**config.mk**
```make
export PLATFORM = sky130hd
export DESIGN_NAME = logic_tile
export DESIGN_NICKNAME = d
export VERILOG_FILES = /design/src/common/fpga_tile_pkg.sv /design/src/logic_tile.sv /design/src/routing/switch_box.sv /design/src/routing/input_conn_block.sv /design/src/slice/logic_slice.sv /design/src/config_loader.sv
export VERILOG_INCLUDE_DIRS = /design/src /design/src/common
export SDC_FILE = /design/constraint.sdc
export NUM_CORES = 1
export LEC_CHECK = 0
export ABC_AREA = 1
export ABC_CLOCK_PERIOD_IN_PS = 6650
export BUFFER_PORTS_ARGS = -buffer_cell sky130_fd_sc_hd__buf_4
export CAP_MARGIN = 25
export CORE_MARGIN = 10
export CORE_UTILIZATION = 44
export CTS_CLUSTER_DIAMETER = 30
export DETAILED_ROUTE_END_ITERATION = 12
export HOLD_SLACK_MARGIN = 0.05
export PLACE_DENSITY_LB_ADDON = 0.05
export SETUP_SLACK_MARGIN = 0.15
export SLEW_MARGIN = 40
export SYNTH_ARGS = -nofsm -noshare
export SYNTH_HDL_FRONTEND = slang
export SYNTH_SLANG_ARGS = --single-unit
```
**constraint.sdc**
```tcl
create_clock -name clk -period 6.65 [get_ports clk]
set_clock_uncertainty 0.2 [all_clocks]
set_input_delay 0.665 -clock clk [delete_from_list [all_inputs] [get_ports clk]]
set_output_delay 0.665 -clock clk [all_outputs]
set_load 0.1 [all_outputs]
```
**src/common/fpga_tile_config.svh**
```systemverilog
`ifndef FPGA_TILE_CONFIG_SVH
`define FPGA_TILE_CONFIG_SVH

// One configuration word, also the APB data width
`define TILE_CFG_W 16

// Logic slice geometry
`define TILE_NUM_LUTS 4
`define TILE_LUT_K 4

// Single-length tracks per side
`define TILE_WS 4

// Width of one routing select field inside a configuration word
`define TILE_SEL_W 4

// Configuration words held by each block of the chain
`define TILE_SLICE_WORDS 4
`define TILE_ICB_WORDS 4
`define TILE_SB_WORDS 2
`define TILE_CHAIN_WORDS 10

`define TILE_APB_AW 8

`endif
```
**src/common/fpga_tile_pkg.sv**
```systemverilog
`include "fpga_tile_config.svh"

package fpga_tile_pkg;

  // A single configuration word as it travels over APB and down the chain
  typedef logic [`TILE_CFG_W-1:0] cfg_word_t;

  // Routing select field, one per LUT input or per outgoing track
  typedef logic [`TILE_SEL_W-1:0] src_sel_t;

  // Loader register map
  typedef enum logic [`TILE_APB_AW-1:0] {
    REG_DATA   = 8'h00,
    REG_CTRL   = 8'h04,
    REG_STATUS = 8'h08
  } apb_reg_e;

endpackage

```
**src/logic_tile.sv**
```systemverilog
`timescale 1ns/1ps
`include "fpga_tile_config.svh"

module logic_tile (
  input  logic                     clk,
  input  logic                     rst_n,
  input  logic                     cen,

  input  logic                     psel,
  input  logic                     penable,
  input  logic                     pwrite,
  input  logic [`TILE_APB_AW-1:0]  paddr,
  input  fpga_tile_pkg::cfg_word_t pwdata,
  output fpga_tile_pkg::cfg_word_t prdata,
  output logic                     pready,
  output logic                     pslverr,

  input  logic [`TILE_WS-1:0]      west_in,
  input  logic [`TILE_WS-1:0]      south_in,
  output logic [`TILE_WS-1:0]      east_out,
  output logic [`TILE_WS-1:0]      north_out,

  input  logic                     carry_in,
  output logic                     carry_out
);

  // Chain order is loader, slice, connection block, switch box, back to loader
  logic cfg_shift_en;
  logic cfg_bit;
  logic cfg_set;
  logic slice_so;
  logic icb_so;
  logic sb_so;

  logic [`TILE_NUM_LUTS*`TILE_LUT_K-1:0] lut_in;
  logic [`TILE_NUM_LUTS-1:0]             lut_out;
  logic [`TILE_NUM_LUTS-1:0]             lut_out_reg;

  config_loader loader (
    .clk          (clk),
    .rst_n        (rst_n),
    .psel         (psel),
    .penable      (penable),
    .pwrite       (pwrite),
    .paddr        (paddr),
    .pwdata       (pwdata),
    .cfg_tail     (sb_so),
    .prdata       (prdata),
    .pready       (pready),
    .pslverr      (pslverr),
    .cfg_shift_en (cfg_shift_en),
    .cfg_bit      (cfg_bit),
    .cfg_set      (cfg_set)
  );

  logic_slice slice (
    .clk          (clk),
    .rst_n        (rst_n),
    .cen          (cen),
    .cfg_shift_en (cfg_shift_en),
    .cfg_bit      (cfg_bit),
    .cfg_set      (cfg_set),
    .lut_in       (lut_in),
    .carry_in     (carry_in),
    .cfg_out      (slice_so),
    .lut_out      (lut_out),
    .lut_out_reg  (lut_out_reg),
    .carry_out    (carry_out)
  );

  input_conn_block icb (
    .clk          (clk),
    .rst_n        (rst_n),
    .cfg_shift_en (cfg_shift_en),
    .cfg_bit      (slice_so),
    .cfg_set      (cfg_set),
    .west_in      (west_in),
    .south_in     (south_in),
    .cfg_out      (icb_so),
    .lut_in       (lut_in)
  );

  switch_box sb (
    .clk          (clk),
    .rst_n        (rst_n),
    .cfg_shift_en (cfg_shift_en),
    .cfg_bit      (icb_so),
    .cfg_set      (cfg_set),
    .west_in      (west_in),
    .south_in     (south_in),
    .lut_out      (lut_out),
    .lut_out_reg  (lut_out_reg),
    .cfg_out      (sb_so),
    .east_out     (east_out),
    .north_out    (north_out)
  );

endmodule

```
**src/routing/switch_box.sv**
```systemverilog
`timescale 1ns/1ps
`include "fpga_tile_config.svh"

module switch_box (
  input  logic                      clk,
  input  logic                      rst_n,
  input  logic                      cfg_shift_en,
  input  logic                      cfg_bit,
  input  logic                      cfg_set,
  input  logic [`TILE_WS-1:0]       west_in,
  input  logic [`TILE_WS-1:0]       south_in,
  input  logic [`TILE_NUM_LUTS-1:0] lut_out,
  input  logic [`TILE_NUM_LUTS-1:0] lut_out_reg,
  output logic                      cfg_out,
  output logic [`TILE_WS-1:0]       east_out,
  output logic [`TILE_WS-1:0]       north_out
);

  localparam int SR_W = `TILE_SB_WORDS * `TILE_CFG_W;

  logic [SR_W-1:0]                                  shift_q;
  fpga_tile_pkg::cfg_word_t                         sel_q [`TILE_SB_WORDS];
  logic [2*`TILE_WS+2*`TILE_NUM_LUTS-1:0]           sources;

  always_ff @(posedge clk) begin
    if (!rst_n) begin
      shift_q <= '0;
    end else if (cfg_shift_en) begin
      shift_q <= {shift_q[SR_W-2:0], cfg_bit};
    end
  end

  // This is the end of the chain, the bit returns to the loader
  assign cfg_out = shift_q[SR_W-1];

  always_ff @(posedge clk) begin
    if (!rst_n) begin
      for (int k = 0; k < `TILE_SB_WORDS; k++) begin
        sel_q[k] <= '0;
      end
    end else if (cfg_set) begin
      for (int k = 0; k < `TILE_SB_WORDS; k++) begin
        sel_q[k] <= shift_q[(`TILE_SB_WORDS-k)*`TILE_CFG_W-1 -: `TILE_CFG_W];
      end
    end
  end

  // Source numbering: west 0-3, south 4-7, LUT outputs 8-11, registered 12-15
  assign sources = {lut_out_reg, lut_out, south_in, west_in};

  // Word 0 steers the east side and word 1 the north side
  always_comb begin
    fpga_tile_pkg::src_sel_t east_sel;
    fpga_tile_pkg::src_sel_t north_sel;
    for (int i = 0; i < `TILE_WS; i++) begin
      east_sel     = sel_q[0][i*`TILE_SEL_W +: `TILE_SEL_W];
      north_sel    = sel_q[1][i*`TILE_SEL_W +: `TILE_SEL_W];
      east_out[i]  = sources[east_sel];
      north_out[i] = sources[north_sel];
    end
  end

endmodule

```
**src/routing/input_conn_block.sv**
```systemverilog
`timescale 1ns/1ps
`include "fpga_tile_config.svh"

module input_conn_block (
  input  logic                                  clk,
  input  logic                                  rst_n,
  input  logic                                  cfg_shift_en,
  input  logic                                  cfg_bit,
  input  logic                                  cfg_set,
  input  logic [`TILE_WS-1:0]                   west_in,
  input  logic [`TILE_WS-1:0]                   south_in,
  output logic                                  cfg_out,
  output logic [`TILE_NUM_LUTS*`TILE_LUT_K-1:0] lut_in
);

  localparam int SR_W      = `TILE_ICB_WORDS * `TILE_CFG_W;
  localparam int TRK_IDX_W = $clog2(2 * `TILE_WS);

  logic [SR_W-1:0]          shift_q;
  fpga_tile_pkg::cfg_word_t sel_q [`TILE_ICB_WORDS];
  logic [2*`TILE_WS-1:0]    tracks;

  always_ff @(posedge clk) begin
    if (!rst_n) begin
      shift_q <= '0;
    end else if (cfg_shift_en) begin
      shift_q <= {shift_q[SR_W-2:0], cfg_bit};
    end
  end

  assign cfg_out = shift_q[SR_W-1];

  always_ff @(posedge clk) begin
    if (!rst_n) begin
      for (int k = 0; k < `TILE_ICB_WORDS; k++) begin
        sel_q[k] <= '0;
      end
    end else if (cfg_set) begin
      for (int k = 0; k < `TILE_ICB_WORDS; k++) begin
        sel_q[k] <= shift_q[(`TILE_ICB_WORDS-k)*`TILE_CFG_W-1 -: `TILE_CFG_W];
      end
    end
  end

  // West tracks are sources 0 to 3 and south tracks 4 to 7
  assign tracks = {south_in, west_in};

  // Word k feeds LUT k, nibble j picks that LUT's input j.
  // The top select bit has no meaning here
  always_comb begin
    fpga_tile_pkg::src_sel_t sel;
    for (int k = 0; k < `TILE_NUM_LUTS; k++) begin
      for (int j = 0; j < `TILE_LUT_K; j++) begin
        sel = sel_q[k][j*`TILE_SEL_W +: `TILE_SEL_W];
        lut_in[k*`TILE_LUT_K + j] = tracks[sel[TRK_IDX_W-1:0]];
      end
    end
  end

endmodule

```
**src/slice/logic_slice.sv**
```systemverilog
`timescale 1ns/1ps
`include "fpga_tile_config.svh"

module logic_slice (
  input  logic                                  clk,
  input  logic                                  rst_n,
  input  logic                                  cen,
  input  logic                                  cfg_shift_en,
  input  logic                                  cfg_bit,
  input  logic                                  cfg_set,
  input  logic [`TILE_NUM_LUTS*`TILE_LUT_K-1:0] lut_in,
  input  logic                                  carry_in,
  output logic                                  cfg_out,
  output logic [`TILE_NUM_LUTS-1:0]             lut_out,
  output logic [`TILE_NUM_LUTS-1:0]             lut_out_reg,
  output logic                                  carry_out
);

  localparam int SR_W = `TILE_SLICE_WORDS * `TILE_CFG_W;

  logic [SR_W-1:0]          shift_q;
  fpga_tile_pkg::cfg_word_t truth_q [`TILE_SLICE_WORDS];
  logic [`TILE_NUM_LUTS:0]  carry;

  always_ff @(posedge clk) begin
    if (!rst_n) begin
      shift_q <= '0;
    end else if (cfg_shift_en) begin
      shift_q <= {shift_q[SR_W-2:0], cfg_bit};
    end
  end

  assign cfg_out = shift_q[SR_W-1];

  // Word 0 sits at the top of the shift register since it went in first
  always_ff @(posedge clk) begin
    if (!rst_n) begin
      for (int k = 0; k < `TILE_SLICE_WORDS; k++) begin
        truth_q[k] <= '0;
      end
    end else if (cfg_set) begin
      for (int k = 0; k < `TILE_SLICE_WORDS; k++) begin
        truth_q[k] <= shift_q[(`TILE_SLICE_WORDS-k)*`TILE_CFG_W-1 -: `TILE_CFG_W];
      end
    end
  end

  // Each LUT indexes its truth table with its four inputs, in3 as MSB.
  // The carry ripples through a LUT when its output is 1, otherwise input 0
  // generates the new carry
  always_comb begin
    carry[0] = carry_in;
    for (int k = 0; k < `TILE_NUM_LUTS; k++) begin
      lut_out[k]   = truth_q[k][lut_in[k*`TILE_LUT_K +: `TILE_LUT_K]];
      carry[k+1] = lut_out[k] ? carry[k] : lut_in[k*`TILE_LUT_K];
    end
  end

  assign carry_out = carry[`TILE_NUM_LUTS];

  always_ff @(posedge clk) begin
    if (!rst_n) begin
      lut_out_reg <= '0;
    end else if (cen) begin
      lut_out_reg <= lut_out;
    end
  end

endmodule

```
**src/config_loader.sv**
```systemverilog
`timescale 1ns/1ps
`include "fpga_tile_config.svh"

module config_loader (
  input  logic                     clk,
  input  logic                     rst_n,
  input  logic                     psel,
  input  logic                     penable,
  input  logic                     pwrite,
  input  logic [`TILE_APB_AW-1:0]  paddr,
  input  fpga_tile_pkg::cfg_word_t pwdata,
  input  logic                     cfg_tail,
  output fpga_tile_pkg::cfg_word_t prdata,
  output logic                     pready,
  output logic                     pslverr,
  output logic                     cfg_shift_en,
  output logic                     cfg_bit,
  output logic                     cfg_set
);

  localparam int CNT_W = $clog2(`TILE_CFG_W);

  logic                     setup_phase;
  logic                     access_phase;
  logic                     sel_data;
  logic                     sel_ctrl;
  logic                     sel_status;
  logic                     sel_bad;
  logic                     data_wr;
  logic                     wr_done;
  logic                     configured;
  logic [CNT_W-1:0]         bit_cnt;
  fpga_tile_pkg::cfg_word_t word_q;
  fpga_tile_pkg::cfg_word_t rdback_q;

  assign setup_phase  = psel & ~penable;
  assign access_phase = psel & penable;

  assign sel_data   = (paddr == fpga_tile_pkg::REG_DATA);
  assign sel_ctrl   = (paddr == fpga_tile_pkg::REG_CTRL);
  assign sel_status = (paddr == fpga_tile_pkg::REG_STATUS);
  assign sel_bad    = ~(sel_data | sel_ctrl | sel_status);

  assign data_wr = sel_data & pwrite;

  // Only a DATA write waits, everything else completes in its first access cycle
  assign pready  = access_phase & (~data_wr | wr_done);
  assign pslverr = access_phase & sel_bad;

  // The chain is fed MSB first
  assign cfg_bit = word_q[`TILE_CFG_W-1];

  always_comb begin
    prdata = '0;
    if (sel_data) begin
      prdata = rdback_q;
    end else if (sel_status) begin
      prdata[0] = configured;
    end
  end

  // The word is captured during the setup phase so that shifting can start
  // on the first access cycle
  always_ff @(posedge clk) begin
    if (setup_phase && data_wr) begin
      word_q <= pwdata;
    end else if (cfg_shift_en) begin
      word_q <= {word_q[`TILE_CFG_W-2:0], 1'b0};
    end
  end

  always_ff @(posedge clk) begin
    if (!rst_n) begin
      cfg_shift_en <= 1'b0;
      bit_cnt      <= '0;
      wr_done      <= 1'b0;
      cfg_set      <= 1'b0;
      configured   <= 1'b0;
      rdback_q     <= '0;
    end else begin
      cfg_set <= 1'b0;

      if (access_phase && pready) begin
        wr_done <= 1'b0;
      end

      if (setup_phase && data_wr) begin
        cfg_shift_en <= 1'b1;
        bit_cnt      <= '0;
      end else if (cfg_shift_en) begin
        bit_cnt  <= bit_cnt + 1'b1;
        // Whatever leaves the switch box tail is the word pushed out of the chain
        rdback_q <= {rdback_q[`TILE_CFG_W-2:0], cfg_tail};
        if (bit_cnt == CNT_W'(`TILE_CFG_W - 1)) begin
          cfg_shift_en <= 1'b0;
          wr_done      <= 1'b1;
        end
      end

      // Set pulse appears on the cycle after the CTRL access
      if (access_phase && pwrite && sel_ctrl && pwdata[0]) begin
        cfg_set <= 1'b1;
      end

      if (cfg_set) begin
        configured <= 1'b1;
      end
    end
  end

endmodule

```
==> flow_summary_export.csv <==
group,metric,value,unit
run_status,status,"completed",
critical_path,crit_type,"register to primary output",
route,drt_first_iter_violations,891,
cts,path_clk_slew,0.04,ns
cells_and_area,diodes,0,
sta,setup_ws,2.67,ns
route,vias,12744,
logic_synthesis,synthMuxAreaShare,0.0120,
placement,io_buffers,65,
cts,clock-sinks,348,
cts,cts_tree,"built",
sta,fmax,0.251,GHz
placement,placed_cells,2311,
sta,min_period_over_period,0.599,
placement,dpl_worst_slack,2.71,ns
power_and_ir_drop,ir_drop,337,uV
die,fp.dieArea,44200,sq um
logic_synthesis,synth_top_cell_by_area,"edfxtp_1",
cts,insertion_delay,0.57,ns
logic_synthesis,yosys_warnings,0,
cts,cts_hold_buf,0,
logic_synthesis,synth_nets,1917,
cts,cts-root-buf,"clkbuf_16",
grt,antenna_found_initial,0,
die,ios,66,
sta,hold_viol,0,
route,routed_wl,39800,um
route,postRouteAntennaNets,0,
logic_synthesis,synth-async-reset-ratio,0,
sta,worst_pin_slew,0.783,ns
die,dieWidth,210,um
critical_path,required,5.78,ns
grt,grt-ovfl-total,0,
route,routed_via_density,5.19,
logic_synthesis,syn_avg_cell_area,8.49,sq um
logic_synthesis,synth.top_cells.by_count,"a21oi_1, o21ai_0, inv_1",
cells_and_area,layout.cells.non_filler,2455,
die,core,35700,sq um
sta,fin_crit,3.98,ns
cts,cts_setup_buffers,0,
min_path,min_path_type,"primary input to register",
die,rows,69,
logic_synthesis,synth_edf_count,160,
grt,first_global_vias,12455,
critical_path,start_kind,"register",
logic_synthesis,synth_compound_area_frac,0.175,
logic_synthesis,ys_seq_area_frac,0.538,
logic_synthesis,synth_simple_gate_area_frac,0.177,
critical_path,worstReg2RegStart,"loader.cfg_shift_en$_SDFF_PN0_",
critical_path,path_max_fanout,10,
sta,setup-tns-final,0,ns
cells_and_area,syn2layout_area_growth,20.9,%
power_and_ir_drop,p_leak,7.39,nW
grt,grt_max_degree,108,
min_path,min-delay-start,"pwdata[0]",
power_and_ir_drop,total_power,6.50,mW
logic_synthesis,synth_top_flop_cell,"dfxtp_1",
placement,gp_congestion,0.808,
cells_and_area,final_layout_size_suffix_gt1_frac,0.128,
sta,slew_headroom,0.478,
cts,cts-buffers-inserted,78,
cts,cts_resized,0,
job,maxCapViolCount,0,
sta,setup_viol,0,
logic_synthesis,synthesis.area,15900,sq um
grt,grt_first_pass_wirelength,65300,um
critical_path,crit_start,"icb.sel_q[3][0]$_SDFFCE_PN0P_",
logic_synthesis,synthCells,1877,
cells_and_area,top_regs,"icb.shift_q (64), slice.shift_q (64), slice.truth_q (64)",
sta,slew_viol_final,0,
grt,grt_usage,0.180,
critical_path,crit_arrival,3.12,ns
logic_synthesis,synth_xor_area_frac,0.000550,
placement,dp_hpwl,25100,um
cells_and_area,nets,1971,
logic_synthesis,synth_cell_types,39,
logic_synthesis,synth.most_common_cell,"a21oi_1",
sta,rsz0062_at_grt,"false",
die,initial_utilization,0.447,
die,die_h,210,um
route,drc,0,
logic_synthesis,synth_top_family_by_area,"simple AND/OR/NAND/NOR gates",
logic_synthesis,ys_ff_latch,348,
route,first_pass_iters,5,
power_and_ir_drop,power.density,338,nW/um^2
logic_synthesis,synth_top_area_share,0.302,
route,wl_per_cell,16.2,um
cts,htree_levels,3,
logic_synthesis,synth_fa_ha_area_frac,0.000785,
critical_path,cp-end-kind,"primary output",
cts,clk_path_buf_depth,3,
logic_synthesis,synthTopCellsByArea,"edfxtp_1, dfxtp_1, a21oi_1",
==> cell usage in the layout, fill, tap and decap left out, drive strengths merged <==
cell / n
o21ai: 273
inv: 273
a21oi: 271
nand2: 201
dfxtp: 188
nand3: 177
nor2: 174
edfxtp: 160
clkbuf: 98
buf: 74
nand3b: 26
clkinv: 25
mux2: 15
bufinv: 11
clkinvlp: 7
a21o: 4
nand4: 4
a31oi: 4
nor3: 3
nor3b: 1
or2: 1
xnor2: 1
nor4: 1
o21bai: 1
ha: 1
==> per-layer routing <==
metal  global-route usage  wire, um  up-vias
met1                0.243     19100     5955
met5                    0         0        -
met3               0.0312      1580       82
li1                     -         -     6441
met4               0.0737       982        0
met2                0.282     18100      266
==> power by group <==
part / leakage [nW] / switching (mW) / internal, mW / total (mW)
logic: 2.96 / 0.268 / 0.108 / 0.376
registers: 3.15 / 0.0312 / 2.27 / 2.31
clock network: 1.27 / 1.17 / 2.65 / 3.82
total: 7.39 / 1.47 / 5.03 / 6.50
==> per-stage QoR <==
step	cell area [sq um]	utilization	hold WS, ns
2_1_floorplan	15900	-	0.226
3_3_place_gp	16600	0.465	0.255
3_5_place_dp	16600	0.465	0.258
4_1_cts	19200	0.539	0.148
5_1_grt	19300	0.540	0.166
6_report	19300	0.540	0.174
==> final cells by class <==
cell class | count | area [sq um]
multi-input combinational | 1158 | 5840
fill | 3323 | 16400
clock buffer | 98 | 2100
timing repair buffer | 74 | 587
inverter | 271 | 1030
clock inverter | 45 | 546
sequential | 348 | 8570
tap | 461 | 577
==> worst max-delay path, cell delays in order (launching register included) <==
cell	delay (ns)
edfxtp_1	0.49
inv_1	0.15
nand2_1	0.06
nand3_1	0.11
nand3_2	0.25
nand2_4	0.22
nand2_1	0.07
nand2_1	0.08
nand2_1	0.05
nand3_1	0.12
nand3b_4	0.19
nand3_1	0.12
nand3_1	0.08
nand3_1	0.08
nand2_1	0.05
nand2_1	0.11
buf_4	0.31
==> kinds of logic (layout without fill, tap and decap cells) <==
family | count (synthesis) | in the layout
xor gates and xnor gates | 1 | 1
DFF | 348 | 348
and+or+nand+nor | 588 | 588
buffers and inverters | 371 | 488
muxes | 15 | 15
adders and majority gates | 1 | 1
AOI/OAI and AO/OA | 553 | 553
==> path summary, 6_finish.rpt <==
path,end,slack [ns],cells past startpoint
worst max-delay path,north_out[0],2.67,16
worst min-delay path,loader.cfg_set$_SDFF_PN0_,0.17,3
worst max register to register,loader.word_q[5]$_DFFE_PP_,4.23,4
worst min register to register,loader.rdback_q[6]$_SDFFE_PN0P_,0.26,2
(Power assumes the default switching activity.)
